$ cat config.mk
export PLATFORM = sky130hd
export DESIGN_NAME = packet_decoder
export DESIGN_NICKNAME = d
export VERILOG_FILES = /design/src/hw/pd_pkg.sv /design/src/hw/pid_decode.sv /design/src/hw/packet_controller.sv /design/src/hw/block_buffer.sv /design/src/hw/packet_decoder.sv
export SDC_FILE = /design/constraint.sdc
export NUM_CORES = 1
export LEC_CHECK = 0
export BUFFER_PORTS_ARGS = -buffer_cell sky130_fd_sc_hd__buf_2
export CORE_ASPECT_RATIO = 2
export CORE_UTILIZATION = 60
export DETAILED_ROUTE_END_ITERATION = 6
export PLACE_DENSITY = 0.78
export SYNTH_ARGS = -nofsm -noshare
export SYNTH_HDL_FRONTEND = slang
export SYNTH_SLANG_ARGS = --single-unit
$ cat constraint.sdc
create_clock -name clk -period 3.3 [get_ports clk]
set_clock_uncertainty 0.05 [all_clocks]
set_input_delay 0.33 -clock clk [delete_from_list [all_inputs] [get_ports clk]]
set_output_delay 0.33 -clock clk [all_outputs]
set_load 0.02 [all_outputs]
$ cat src/hw/pd_pkg.sv
// Shared constants and types for the packet decoder; referenced by scoped names from every RTL file
package pd_pkg;

	// Accepted PIDs, low nibble is the complement of the high nibble
	localparam logic [7:0] PID_IN    = 8'h69;
	localparam logic [7:0] PID_OUT   = 8'he1;
	localparam logic [7:0] PID_DATA0 = 8'hc3;
	localparam logic [7:0] PID_DATA1 = 8'h4b;

	// This device on the bus
	localparam logic [6:0] DEV_ADDR = 7'h2a;

	// First byte of a DATA0 payload
	localparam logic [7:0] CMD_INTERRUPT = 8'h00;
	localparam logic [7:0] CMD_HASH      = 8'h01;

	// Message block geometry
	localparam int PAYLOAD_BYTES = 64;
	localparam int BLOCK_BYTES   = 2 * PAYLOAD_BYTES;
	localparam int BLK_ADDR_W    = 7;

	// One received byte, read as a PID or as an address
	typedef union packed {
		struct packed {
			logic [3:0] pid_code;
			logic [3:0] pid_check;
		} pid;
		struct packed {
			logic       spare;
			logic [6:0] dev_addr;
		} addr;
	} rx_byte_u;

	typedef enum logic [2:0] {
		KIND_NONE,
		KIND_IN,
		KIND_OUT,
		KIND_DATA0,
		KIND_DATA1,
		KIND_BAD
	} pid_kind_e;

	// Decoder to controller, 13 bits
	typedef struct packed {
		logic      valid;
		logic      first;
		pid_kind_e kind;
		rx_byte_u  data;
	} rx_tok_t;

	// Controller to block buffer, 10 bits
	typedef struct packed {
		logic       en;
		logic       half;
		logic [7:0] data;
	} buf_wr_t;

endpackage

$ cat src/hw/pid_decode.sv
// Registers strobed bytes from the SIE and tags the first byte of each packet with its PID kind
module pid_decode (
	input  logic             clk,
	input  logic             n_rst,
	input  logic [7:0]       i_rx_data,
	input  logic             i_write_enable,
	input  logic             i_eop,
	output pd_pkg::rx_tok_t  o_tok,
	output logic             o_eop
);

	pd_pkg::rx_byte_u  rx_byte;
	pd_pkg::rx_byte_u  data_q;
	pd_pkg::pid_kind_e kind_d;
	pd_pkg::pid_kind_e kind_q;
	logic              in_pkt;
	logic              valid_q;
	logic              first_q;
	logic              eop_q;

	assign rx_byte = i_rx_data;

	// Only the first byte of a packet is a PID
	always_comb begin
		kind_d = pd_pkg::KIND_NONE;
		if (!in_pkt) begin
			if (rx_byte.pid.pid_check != ~rx_byte.pid.pid_code) begin
				kind_d = pd_pkg::KIND_BAD;
			end else begin
				case (i_rx_data)
					pd_pkg::PID_IN:    kind_d = pd_pkg::KIND_IN;
					pd_pkg::PID_OUT:   kind_d = pd_pkg::KIND_OUT;
					pd_pkg::PID_DATA0: kind_d = pd_pkg::KIND_DATA0;
					pd_pkg::PID_DATA1: kind_d = pd_pkg::KIND_DATA1;
					default:           kind_d = pd_pkg::KIND_BAD;
				endcase
			end
		end
	end

	always_ff @(posedge clk, negedge n_rst) begin
		if (!n_rst) begin
			in_pkt  <= 1'b0;
			valid_q <= 1'b0;
			first_q <= 1'b0;
			kind_q  <= pd_pkg::KIND_NONE;
			eop_q   <= 1'b0;
		end else begin
			if (i_eop)
				in_pkt <= 1'b0;
			else if (i_write_enable)
				in_pkt <= 1'b1;
			valid_q <= i_write_enable;
			first_q <= i_write_enable && !in_pkt;
			kind_q  <= i_write_enable ? kind_d : pd_pkg::KIND_NONE;
			// Keeps end of packet behind the last byte
			eop_q   <= i_eop;
		end
	end

	always_ff @(posedge clk) begin
		if (i_write_enable)
			data_q <= rx_byte;
	end

	assign o_tok = '{valid: valid_q, first: first_q, kind: kind_q, data: data_q};
	assign o_eop = eop_q;

	// Byte spacing from the SIE must hold
	a_no_back_to_back: assert property (@(posedge clk) disable iff (!n_rst)
		o_tok.valid |=> !o_tok.valid)
		else $error("pid_decode: bytes strobed in consecutive cycles");

endmodule

$ cat src/hw/packet_controller.sv
// Packet FSM: checks token addresses, holds the OUT grant and steers DATA payload into the block buffer
module packet_controller (
	input  logic             clk,
	input  logic             n_rst,
	input  pd_pkg::rx_tok_t  i_tok,
	input  logic             i_eop,
	input  logic             i_packet_done,
	output pd_pkg::buf_wr_t  o_wr,
	output logic             o_clear,
	output logic             o_host_ready,
	output logic             o_quit_hash,
	output logic             o_p_error
);

	typedef enum logic [3:0] {
		IDLE,
		IN_ADDR,
		IN_EOP,
		OUT_ADDR,
		OUT_EOP,
		DATA_CMD,
		PAYLOAD,
		DRAIN,
		ERROR
	} state_e;

	state_e     state;
	state_e     state_d;
	logic       grant;
	logic       set_grant;
	logic       half_q;
	logic       half_d;
	logic       addr_ok;
	logic       body_byte;
	logic       wr_en_d;
	logic       clear_d;
	logic       host_ready_d;
	logic       quit_d;
	logic       wr_en_q;
	logic       clear_q;
	logic       host_ready_q;
	logic       quit_q;
	logic [7:0] wr_data_q;

	assign addr_ok   = i_tok.data.addr.dev_addr == pd_pkg::DEV_ADDR;
	// Any byte after the PID
	assign body_byte = i_tok.valid && !i_tok.first;

	always_comb begin
		state_d      = state;
		half_d       = half_q;
		set_grant    = 1'b0;
		wr_en_d      = 1'b0;
		clear_d      = 1'b0;
		host_ready_d = 1'b0;
		quit_d       = 1'b0;
		case (state)
			IDLE: begin
				if (i_tok.valid && i_tok.first) begin
					case (i_tok.kind)
						pd_pkg::KIND_IN:    state_d = IN_ADDR;
						pd_pkg::KIND_OUT:   state_d = OUT_ADDR;
						pd_pkg::KIND_DATA0: state_d = grant ? DATA_CMD : DRAIN;
						pd_pkg::KIND_DATA1: begin
							state_d = grant ? PAYLOAD : DRAIN;
							half_d  = grant ? 1'b1 : half_q;
						end
						pd_pkg::KIND_BAD:   state_d = ERROR;
						default:            state_d = DRAIN;
					endcase
				end
			end
			IN_ADDR: begin
				if (i_eop)
					state_d = IDLE;
				else if (body_byte)
					state_d = addr_ok ? IN_EOP : DRAIN;
			end
			IN_EOP: begin
				if (i_eop) begin
					host_ready_d = 1'b1;
					state_d      = IDLE;
				end
			end
			OUT_ADDR: begin
				if (i_eop) begin
					state_d = IDLE;
				end else if (body_byte) begin
					set_grant = addr_ok;
					state_d   = addr_ok ? OUT_EOP : DRAIN;
				end
			end
			OUT_EOP: begin
				if (i_eop)
					state_d = IDLE;
			end
			DATA_CMD: begin
				if (i_eop) begin
					state_d = IDLE;
				end else if (body_byte) begin
					case (i_tok.data)
						pd_pkg::CMD_INTERRUPT: begin
							quit_d  = 1'b1;
							clear_d = 1'b1;
							state_d = DRAIN;
						end
						pd_pkg::CMD_HASH: begin
							half_d  = 1'b0;
							state_d = PAYLOAD;
						end
						default: state_d = ERROR;
					endcase
				end
			end
			PAYLOAD: begin
				// Done wins over a byte in the same cycle
				if (i_eop)
					state_d = IDLE;
				else if (i_packet_done)
					state_d = DRAIN;
				else if (body_byte)
					wr_en_d = 1'b1;
			end
			DRAIN: begin
				if (i_eop)
					state_d = IDLE;
			end
			ERROR: begin
				if (i_eop) begin
					clear_d = 1'b1;
					state_d = IDLE;
				end
			end
			default: state_d = IDLE;
		endcase
	end

	always_ff @(posedge clk, negedge n_rst) begin
		if (!n_rst) begin
			state        <= IDLE;
			grant        <= 1'b0;
			half_q       <= 1'b0;
			wr_en_q      <= 1'b0;
			clear_q      <= 1'b0;
			host_ready_q <= 1'b0;
			quit_q       <= 1'b0;
		end else begin
			state        <= state_d;
			half_q       <= half_d;
			wr_en_q      <= wr_en_d;
			clear_q      <= clear_d;
			host_ready_q <= host_ready_d;
			quit_q       <= quit_d;
			// Done may land after eop, so the grant is tracked outside the FSM
			if (set_grant)
				grant <= 1'b1;
			else if (i_packet_done && half_q)
				grant <= 1'b0;
		end
	end

	always_ff @(posedge clk) begin
		if (wr_en_d)
			wr_data_q <= i_tok.data;
	end

	assign o_wr         = '{en: wr_en_q, half: half_q, data: wr_data_q};
	assign o_clear      = clear_q;
	assign o_host_ready = host_ready_q;
	assign o_quit_hash  = quit_q;
	assign o_p_error    = state == ERROR;

	a_wr_from_payload: assert property (@(posedge clk) disable iff (!n_rst)
		o_wr.en |-> $past(state == PAYLOAD))
		else $error("packet_controller: buffer write outside PAYLOAD");

	a_no_wr_in_error: assert property (@(posedge clk) disable iff (!n_rst)
		!(o_p_error && o_wr.en))
		else $error("packet_controller: write during protocol error");

endmodule

$ cat src/hw/block_buffer.sv
// Two-half message block store for the hash engine; counts payload bytes and reports completion
module block_buffer (
	input  logic                          clk,
	input  logic                          n_rst,
	input  pd_pkg::buf_wr_t               i_wr,
	input  logic                          i_clear,
	input  logic [pd_pkg::BLK_ADDR_W-1:0] i_rd_addr,
	output logic [7:0]                    o_rd_data,
	output logic                          o_packet_done,
	output logic                          o_block_ready
);

	localparam int CNT_W = pd_pkg::BLK_ADDR_W - 1;

	logic [7:0]       mem [pd_pkg::BLOCK_BYTES];
	logic [CNT_W-1:0] cnt;
	logic             last_byte;
	logic             done_q;
	logic             ready_q;

	// 64th byte of the current half
	assign last_byte = i_wr.en && (cnt == CNT_W'(pd_pkg::PAYLOAD_BYTES - 1));

	always_ff @(posedge clk, negedge n_rst) begin
		if (!n_rst) begin
			cnt     <= '0;
			done_q  <= 1'b0;
			ready_q <= 1'b0;
		end else begin
			if (i_clear)
				cnt <= '0;
			else if (i_wr.en)
				cnt <= cnt + 1'b1;
			done_q  <= last_byte;
			ready_q <= last_byte && i_wr.half;
		end
	end

	// Half bit selects the upper 64 bytes
	always_ff @(posedge clk) begin
		if (i_wr.en)
			mem[{i_wr.half, cnt}] <= i_wr.data;
	end

	assign o_rd_data     = mem[i_rd_addr];
	assign o_packet_done = done_q;
	assign o_block_ready = ready_q;

	a_clear_vs_write: assert property (@(posedge clk) disable iff (!n_rst)
		!(i_clear && i_wr.en))
		else $error("block_buffer: clear and write in the same cycle");

endmodule

$ cat src/hw/packet_decoder.sv
// Top level of the receive path: PID decode, packet FSM and block buffer with a host read port
module packet_decoder (
	input  logic                          clk,
	input  logic                          n_rst,
	input  logic [7:0]                    i_rx_data,
	input  logic                          i_write_enable,
	input  logic                          i_eop,
	input  logic [pd_pkg::BLK_ADDR_W-1:0] i_rd_addr,
	output logic [7:0]                    o_rd_data,
	output logic                          o_host_ready,
	output logic                          o_block_ready,
	output logic                          o_quit_hash,
	output logic                          o_p_error
);

	pd_pkg::rx_tok_t tok;
	pd_pkg::buf_wr_t wr;
	logic            eop_d;
	logic            clear;
	logic            packet_done;

	pid_decode i_pid_decode (
		.clk            (clk),
		.n_rst          (n_rst),
		.i_rx_data      (i_rx_data),
		.i_write_enable (i_write_enable),
		.i_eop          (i_eop),
		.o_tok          (tok),
		.o_eop          (eop_d)
	);

	packet_controller i_packet_controller (
		.clk           (clk),
		.n_rst         (n_rst),
		.i_tok         (tok),
		.i_eop         (eop_d),
		.i_packet_done (packet_done),
		.o_wr          (wr),
		.o_clear       (clear),
		.o_host_ready  (o_host_ready),
		.o_quit_hash   (o_quit_hash),
		.o_p_error     (o_p_error)
	);

	block_buffer i_block_buffer (
		.clk           (clk),
		.n_rst         (n_rst),
		.i_wr          (wr),
		.i_clear       (clear),
		.i_rd_addr     (i_rd_addr),
		.o_rd_data     (o_rd_data),
		.o_packet_done (packet_done),
		.o_block_ready (o_block_ready)
	);

endmodule

==> results.sh, run 1 <==
export IMPL_cpMostUsedCell="mux4_2"
export IMPL_finalWorstSetupSlack_ns=-0.346
export IMPL_critPathCaptureType="primary output"
export IMPL_violations="setup timing"
export IMPL_start_kind="register"
export IMPL_die_x_um=187
export IMPL_tightest_slew_ns=1.09
export IMPL_final_setup_viol_count=8
export IMPL_vias=20200
export IMPL_htree_levels=3
export IMPL_fmax_mhz=274
export IMPL_path_cells="mux4_2 -> mux4_2 -> mux4_2 -> mux2_4 -> buf_6"
export IMPL_clk_pin_slew_ns=0.08
export IMPL_grt_pass1_wl_um=150000
export IMPL_hp_class="primary input to asynchronous set/reset pin"
export IMPL_ant_nets=0
export IMPL_slowest_delay_ns=0.60
export IMPL_yosysSeqAreaShare=0.772
export IMPL_p_leak_uw=0.0150
export IMPL_diodes=0
export IMPL_syn_to_final_growth_pct=14.4
export IMPL_max_slew_margin=0.270
export IMPL_via_per_inst=6.79
export IMPL_drive_above_1_share=0.343
export IMPL_first_iter_violations=2423
export IMPL_finalMaxSlewViolations=0
export IMPL_io_buffers=30
export IMPL_powerDensity_mw_per_mm2=576
export IMPL_grt_pass1_vias=21300
export IMPL_ys_flop_type="edfxtp_1"
export IMPL_finalCritPeriodShare=1.10
export IMPL_rsz0062_at_grt="yes"
export IMPL_synthArstFlopShare=0.0235
export IMPL_place_gp_congestion=0.884
export IMPL_clock_sinks=1065
export IMPL_grt_overflow_total=0
export IMPL_clk_insertion_delay_late_ns=0.66
export IMPL_cts_tree="yes"
export IMPL_critPathSlowestCell="mux4_2"
export IMPL_grt_max_degree=129
export IMPL_synth_seq_cells=1065
export IMPL_setup_tns_ns=-2.09
export IMPL_core_mm2=0.0679
export IMPL_r2r_cells=4
export IMPL_wl_per_cell_um=35.1
export IMPL_antenna_found_initial=1
export IMPL_finalCriticalPeriod_ns=3.65
export IMPL_final_area_mm2=0.0472
export IMPL_critPathArrivalTime_ns=3.27
export IMPL_netlist_area_mm2=0.0413
export IMPL_yosysUniqueCellTypes=45
export IMPL_cts_path_max_buffers=3
export IMPL_netlist_instances=1777
export IMPL_io_pins=31
export IMPL_yosysWarnings=0
export IMPL_wirelength_um=105000
export IMPL_dp_hpwl_um=65000
export IMPL_critPathRequiredTime_ns=2.92
export IMPL_cap_violations=0
export IMPL_dpl_instance_area_mm2=0.0442
export IMPL_synth_edf_count=1040
export IMPL_hold_violations=0
export IMPL_die_area_mm2=0.0699
export IMPL_track_usage=0.311
export IMPL_drtPass1Iterations=6
export IMPL_nNetsFinal=2038
export IMPL_postCtsSetupBuffers=0
export IMPL_fp_row_count=135
export IMPL_status="complete, but fails checks"
export IMPL_die_h_um=373
export IMPL_start_util=0.608
export IMPL_avgSynthCellArea_um2=23.2
export IMPL_synth_nets=1797
export IMPL_crit_fanout=1
export IMPL_ir_drop_mv=0.630
export IMPL_cts_buffers=82
export IMPL_critical_path_class="register to primary output"
export IMPL_clockRootBuffer="clkbuf_16"
export IMPL_drc=0
## layer usage
layer / wire, um / track usage
met1: 30900 / 0.338
met3: 8210 / 0.0484
met5: 10 / 0
met4: 7570 / 0.197
met2: 57800 / 0.563
## cell usage in the layout, fill, tap and decap left out, types with 3 or more instances in the layout
cell type / count
or3_1: 3
mux2_4: 8
clkbuf_1: 12
clkbuf_8: 3
nand3_1: 10
a21oi_1: 5
mux2_2: 4
xor2_1: 4
nand2b_1: 8
nand4b_1: 4
buf_6: 8
dfrtp_1: 25
o21ai_0: 4
bufinv_16: 15
nor2b_1: 11
nor2_1: 144
clkinv_1: 15
dlygate4sd3_1: 11
nand4_1: 3
buf_2: 19
nor3_1: 8
inv_6: 6
buf_4: 175
clkinv_2: 7
mux4_2: 336
inv_1: 6
clkinvlp_4: 5
nand2_1: 29
clkbuf_16: 83
edfxtp_1: 1040
buf_12: 37
## final timing paths
kind                                             start  slack (ns)                          endpoint
min in group clk                                 i_eop        0.30                i_pid_decode.o_eop
hold / removal                                   n_rst        0.21      i_block_buffer.o_block_ready
setup / recovery            i_block_buffer.mem[119][6]       -0.35                      o_rd_data[6]
hold reg to reg                 i_pid_decode.data_q[7]        0.42  i_packet_controller.wr_data_q[7]
setup reg to reg           i_packet_controller.wr_en_q        0.25         i_block_buffer.mem[19][7]
max in group asynchronous                        n_rst        2.53      i_packet_controller.state[1]
## report_power, final
part	switching [uW]	internal (uW)	total [uW]
clock	4720	5910	10600
combinational	855	792	1650
sequential	149	14800	14900
## cell type report
cell class	count	area (um^2)
Sequential cell	1065	31900
Inverter	6	22.5
Tap cell	890	1110
Multi-Input combinational cell	611	8990
Fill cell	3750	20700
Timing Repair Buffer	252	2380
Clock inverter	52	682
Clock buffer	98	2160
## worst max-delay path, delay by kind of cell, from the launching register on
family,cells,cell delay [ns]
mux,4,2.02
flops,1,0.42
buf+inv,1,0.14
## stage by stage
stage                util  power (uW)  cells  setup slack (ns)  hold slack (ns)
finish              0.695       27200   2974            -0.346            0.213
global route        0.695       27700   2974            -0.347            0.249
CTS                 0.695       27200   2974            -0.358            0.184
detailed placement  0.650       16800   2813            -0.217            0.356
global placement    0.650       16700   2813            -0.208            0.351
floorplan               -       16200   1777             0.143          -0.0156
## registers in the layout, summed over array words and instances, names as in the netlist, 3 cells and up
register	cells
i_block_buffer.cnt	6
i_block_buffer.mem	1024
i_packet_controller.state	4
i_packet_controller.wr_data_q	8
i_pid_decode.data_q	8
i_pid_decode.kind_q	3
## synth_stat cells (10+ instances only)
library cell	count	area (um^2)
edfxtp_1	1040	31200
nand2_1	29	109
nand3_1	10	50.1
mux4_2	336	7570
nor2_1	144	541
dfrtp_1	25	626
nor2b_1	11	68.8
mux2_2	12	135
buf_2	16	80.1
clkbuf_1	47	176
buf_1	21	78.8
buf_4	10	75.1
## repair_timing
action,CTS,global route
endpoints found under the hold margin,47,0
hold buffers,11,0
endpoints found under the setup margin,8,8
gates resized for setup,24,0
## cell families after synthesis
group                    count (synthesis)  synth area share
AND/OR/NAND/NOR                        231            0.0245
multiplexers                           349             0.187
XOR/XNOR                                 5           0.00106
buffers and inverters                  101            0.0108
AO/OA/AOI/OAI                           25           0.00428
flip-flops                            1065             0.772
adder cells (fa/ha/maj)                  1          0.000303
Note: power is estimated with default switching activity, not from simulation.
==> inputs of run 2 (changes only) <==
--- a/config.mk
+++ b/config.mk
@@ -12,4 +12,5 @@
 export PLACE_DENSITY = 0.78
 export SYNTH_ARGS = -nofsm -noshare
 export SYNTH_HDL_FRONTEND = slang
+export SYNTH_HIERARCHICAL = 1
 export SYNTH_SLANG_ARGS = --single-unit
==> run 2 against run 1 <==
Compared with the run above: the run still ends with setup timing left; non-clock buffer count increased by 12; clock-buffer cell count decreased by 2; flip-flop and latch count unchanged; register-to-register slack improved by 0.21 ns; sequential share of layout area decreased by 0.30 points; synthesized cell count increased by 1.1%; wire length decreased by 1.3%; clock power about the same; combinational power decreased by 5%; maximum frequency decreased by 2.8%; via count increased by 0.94%; die area increased by 0.48%; highest routed layer unchanged.
==> results.sh, run 2 <==
export IMPL_status="complete, but fails checks"
export IMPL_violations="setup timing"
export IMPL_synth_edf_count=1040
export IMPL_powerDensity_mw_per_mm2=563
export IMPL_core_mm2=0.0686
export IMPL_dp_hpwl_um=64100
export IMPL_whs_ns=0.207
export IMPL_cpMostUsedCell="mux4_2"
export IMPL_finalMaxSlewViolations=0
export IMPL_slowest_delay_ns=0.63
export IMPL_critical_path_class="register to primary output"
export IMPL_top_regs="i_block_buffer/mem: 1024 flops, i_packet_controller/wr_data_q: 8 flops, i_pid_decode/data_q: 8 flops"
export IMPL_wirelength_um=103000
export IMPL_cts_tree="yes"
export IMPL_start_util=0.605
export IMPL_wl_per_cell_um=34.3
export IMPL_die_area_mm2=0.0702
export IMPL_die_x_um=188
export IMPL_via_per_inst=6.77
export IMPL_first_iter_violations=2320
export IMPL_max_slew_margin=0.264
export IMPL_grt_overflow_total=0
export IMPL_netlist_area_mm2=0.0415
export IMPL_grt_pass1_wl_um=149000
export IMPL_avgSynthCellArea_um2=23.1
export IMPL_ant_nets=0
export IMPL_synth_top_area_frac=0.753
export IMPL_synthArstFlopShare=0.0235
export IMPL_rsz0062_at_grt="yes"
export IMPL_critPathArrivalTime_ns=3.37
export IMPL_hp_class="primary input to asynchronous set/reset pin"
export IMPL_drc=0
export IMPL_crit_family="multiplexers"
export IMPL_cts_buffers=85
export IMPL_crit_buf_inv=1
export IMPL_yosysSeqAreaShare=0.768
export IMPL_final_setup_viol_count=8
export IMPL_fp_row_count=136
export IMPL_clockRootBuffer="clkbuf_16"
export IMPL_mostFrequentLayoutCell="edfxtp_1"
export IMPL_mostFrequentLayoutCells="1040 x edfxtp_1, 336 x mux4_2, 187 x buf_4"
export IMPL_track_usage=0.305
export IMPL_dp_slack_ns=-0.355
export IMPL_io_buffers=30
export IMPL_nNetsFinal=2066
export IMPL_crit_fanout=1
export IMPL_synth_area_leader_cell="edfxtp_1"
export IMPL_clk_insertion_delay_late_ns=0.66
export IMPL_vias=20400
export IMPL_critPathSlowestCell="mux4_2"
export IMPL_htree_levels=3
export IMPL_p_leak_uw=0.0152
export IMPL_critPathRequiredTime_ns=2.92
export IMPL_drive_above_1_share=0.346
export IMPL_ir_drop_mv=0.787
export IMPL_path_cells="mux4_2 -> mux4_2 -> mux4_2 -> mux2_4 -> buf_6"
export IMPL_hold_violations=0
export IMPL_yosysUniqueCellTypes=58
export IMPL_cap_violations=0
export IMPL_finalCriticalPeriod_ns=3.75
export IMPL_drtPass1Iterations=7
export IMPL_fin_total_pwr_uw=26700
export IMPL_io_pins=31
export IMPL_critPathCaptureType="primary output"
export IMPL_ys_flop_type="edfxtp_1"
export IMPL_yosysMostFrequentCell="edfxtp_1"
export IMPL_netlist_instances=1796
export IMPL_antenna_found_initial=5
export IMPL_syn_to_final_growth_pct=14.4
export IMPL_fmax_mhz=267
export IMPL_finalWorstSetupSlack_ns=-0.452
export IMPL_place_gp_congestion=0.857
export IMPL_die_h_um=374
export IMPL_synthTopCellsByCount="1040 x edfxtp_1, 336 x mux4_2, 135 x nor2_1"
export IMPL_finalCritPeriodShare=1.14
export IMPL_start_kind="register"
export IMPL_grt_max_degree=129
export IMPL_clk_pin_slew_ns=0.07
export IMPL_largest_register="i_block_buffer/mem"
export IMPL_synth_nets=1817
export IMPL_yosysWarnings=6
export IMPL_largest_register_ffs=1024
export IMPL_cts_path_max_buffers=3
export IMPL_synth_seq_cells=1065
export IMPL_clock_sinks=1065
export IMPL_synth_area_top_cells="edfxtp_1 75%, mux4_2 18%, dfrtp_1 1.5%, nor2_1 1.2%, clkbuf_1 0.43%"
export IMPL_grt_pass1_vias=21600
export IMPL_tightest_slew_ns=1.10
## run 2: worst paths after layout
kind	start	end	slack (ns)	depth (start not counted)
setup reg to reg	i_block_buffer/cnt[0]	i_block_buffer/mem[123][5]	0.46	5
hold reg to reg	i_pid_decode/data_q[3]	i_packet_controller/wr_data_q[3]	0.46	0
hold / removal	n_rst	i_packet_controller/wr_en_q	0.21	2
setup / recovery	i_block_buffer/mem[119][6]	o_rd_data[6]	-0.45	5
min in group clk	i_eop	i_pid_decode/o_eop	0.33	2
max in group asynchronous	n_rst	i_block_buffer/cnt[4]	2.57	2
## run 2: worst register-to-register path, stage by stage, from the launching register on
cell and delay (ns):
dfrtp_1 0.56, nor2b_1 0.30, nand3_1 0.44, buf_4 0.39
nor2_1 0.54, buf_4 0.27
## run 2: per-stage QoR
| stage | TNS (ns) | utilization | instance area (um^2) | instances |
|---|---|---|---|---|
| floorplan | 0 | - | 41500 | 1796 |
| global placement | -1.05 | 0.648 | 44400 | 2844 |
| detailed placement | -1.28 | 0.648 | 44400 | 2844 |
| CTS | -2.45 | 0.691 | 47400 | 3009 |
| global route | -2.46 | 0.691 | 47400 | 3009 |
| finish | -2.28 | 0.691 | 47400 | 3010 |
## run 2: logic make-up after synthesis
group           count (synthesis)  share of synthesized area
xor+xnor                        7                    0.00148
mux                           346                      0.185
flops                        1065                      0.768
fa+ha+maj                       2                   0.000604
buf+inv                       105                     0.0114
simple gates                  240                     0.0273
compound gates                 31                    0.00549
## run 2: layout make-up
cell class,instances,area (um^2)
flip-flops and latches,1065,31900
fillers,3801,21200
multi-input cells,626,9160
repair buffers,264,2480
clock buffers,96,2230
well taps,897,1120
clock inverters,58,552
inverters,3,11.3
diodes,1,2.50
## run 2: power breakdown
group          internal [uW]  leakage, uW  switching, uW
clock                   5660      0.00136           4660
combinational            773      0.00414            800
sequential             14700      0.00968            120
## run 2: routing by layer
metal	wire (um)	GRT usage	part of all wire
met4	6420	0.163	0.062
met1	31600	0.332	0.31
met5	63	0	0.00061
met3	7630	0.0528	0.074
met2	57400	0.560	0.56
## run 2: repair_timing
| action | in CTS | in global routing |
|---|---|---|
| gates resized for setup | 24 | 1 |
| buffers inserted | 0 | 0 |
| pin swaps | 0 | 0 |
| endpoints found under the setup margin | 8 | 8 |
| hold buffers | 11 | 0 |
| endpoints found under the hold margin | 45 | 0 |
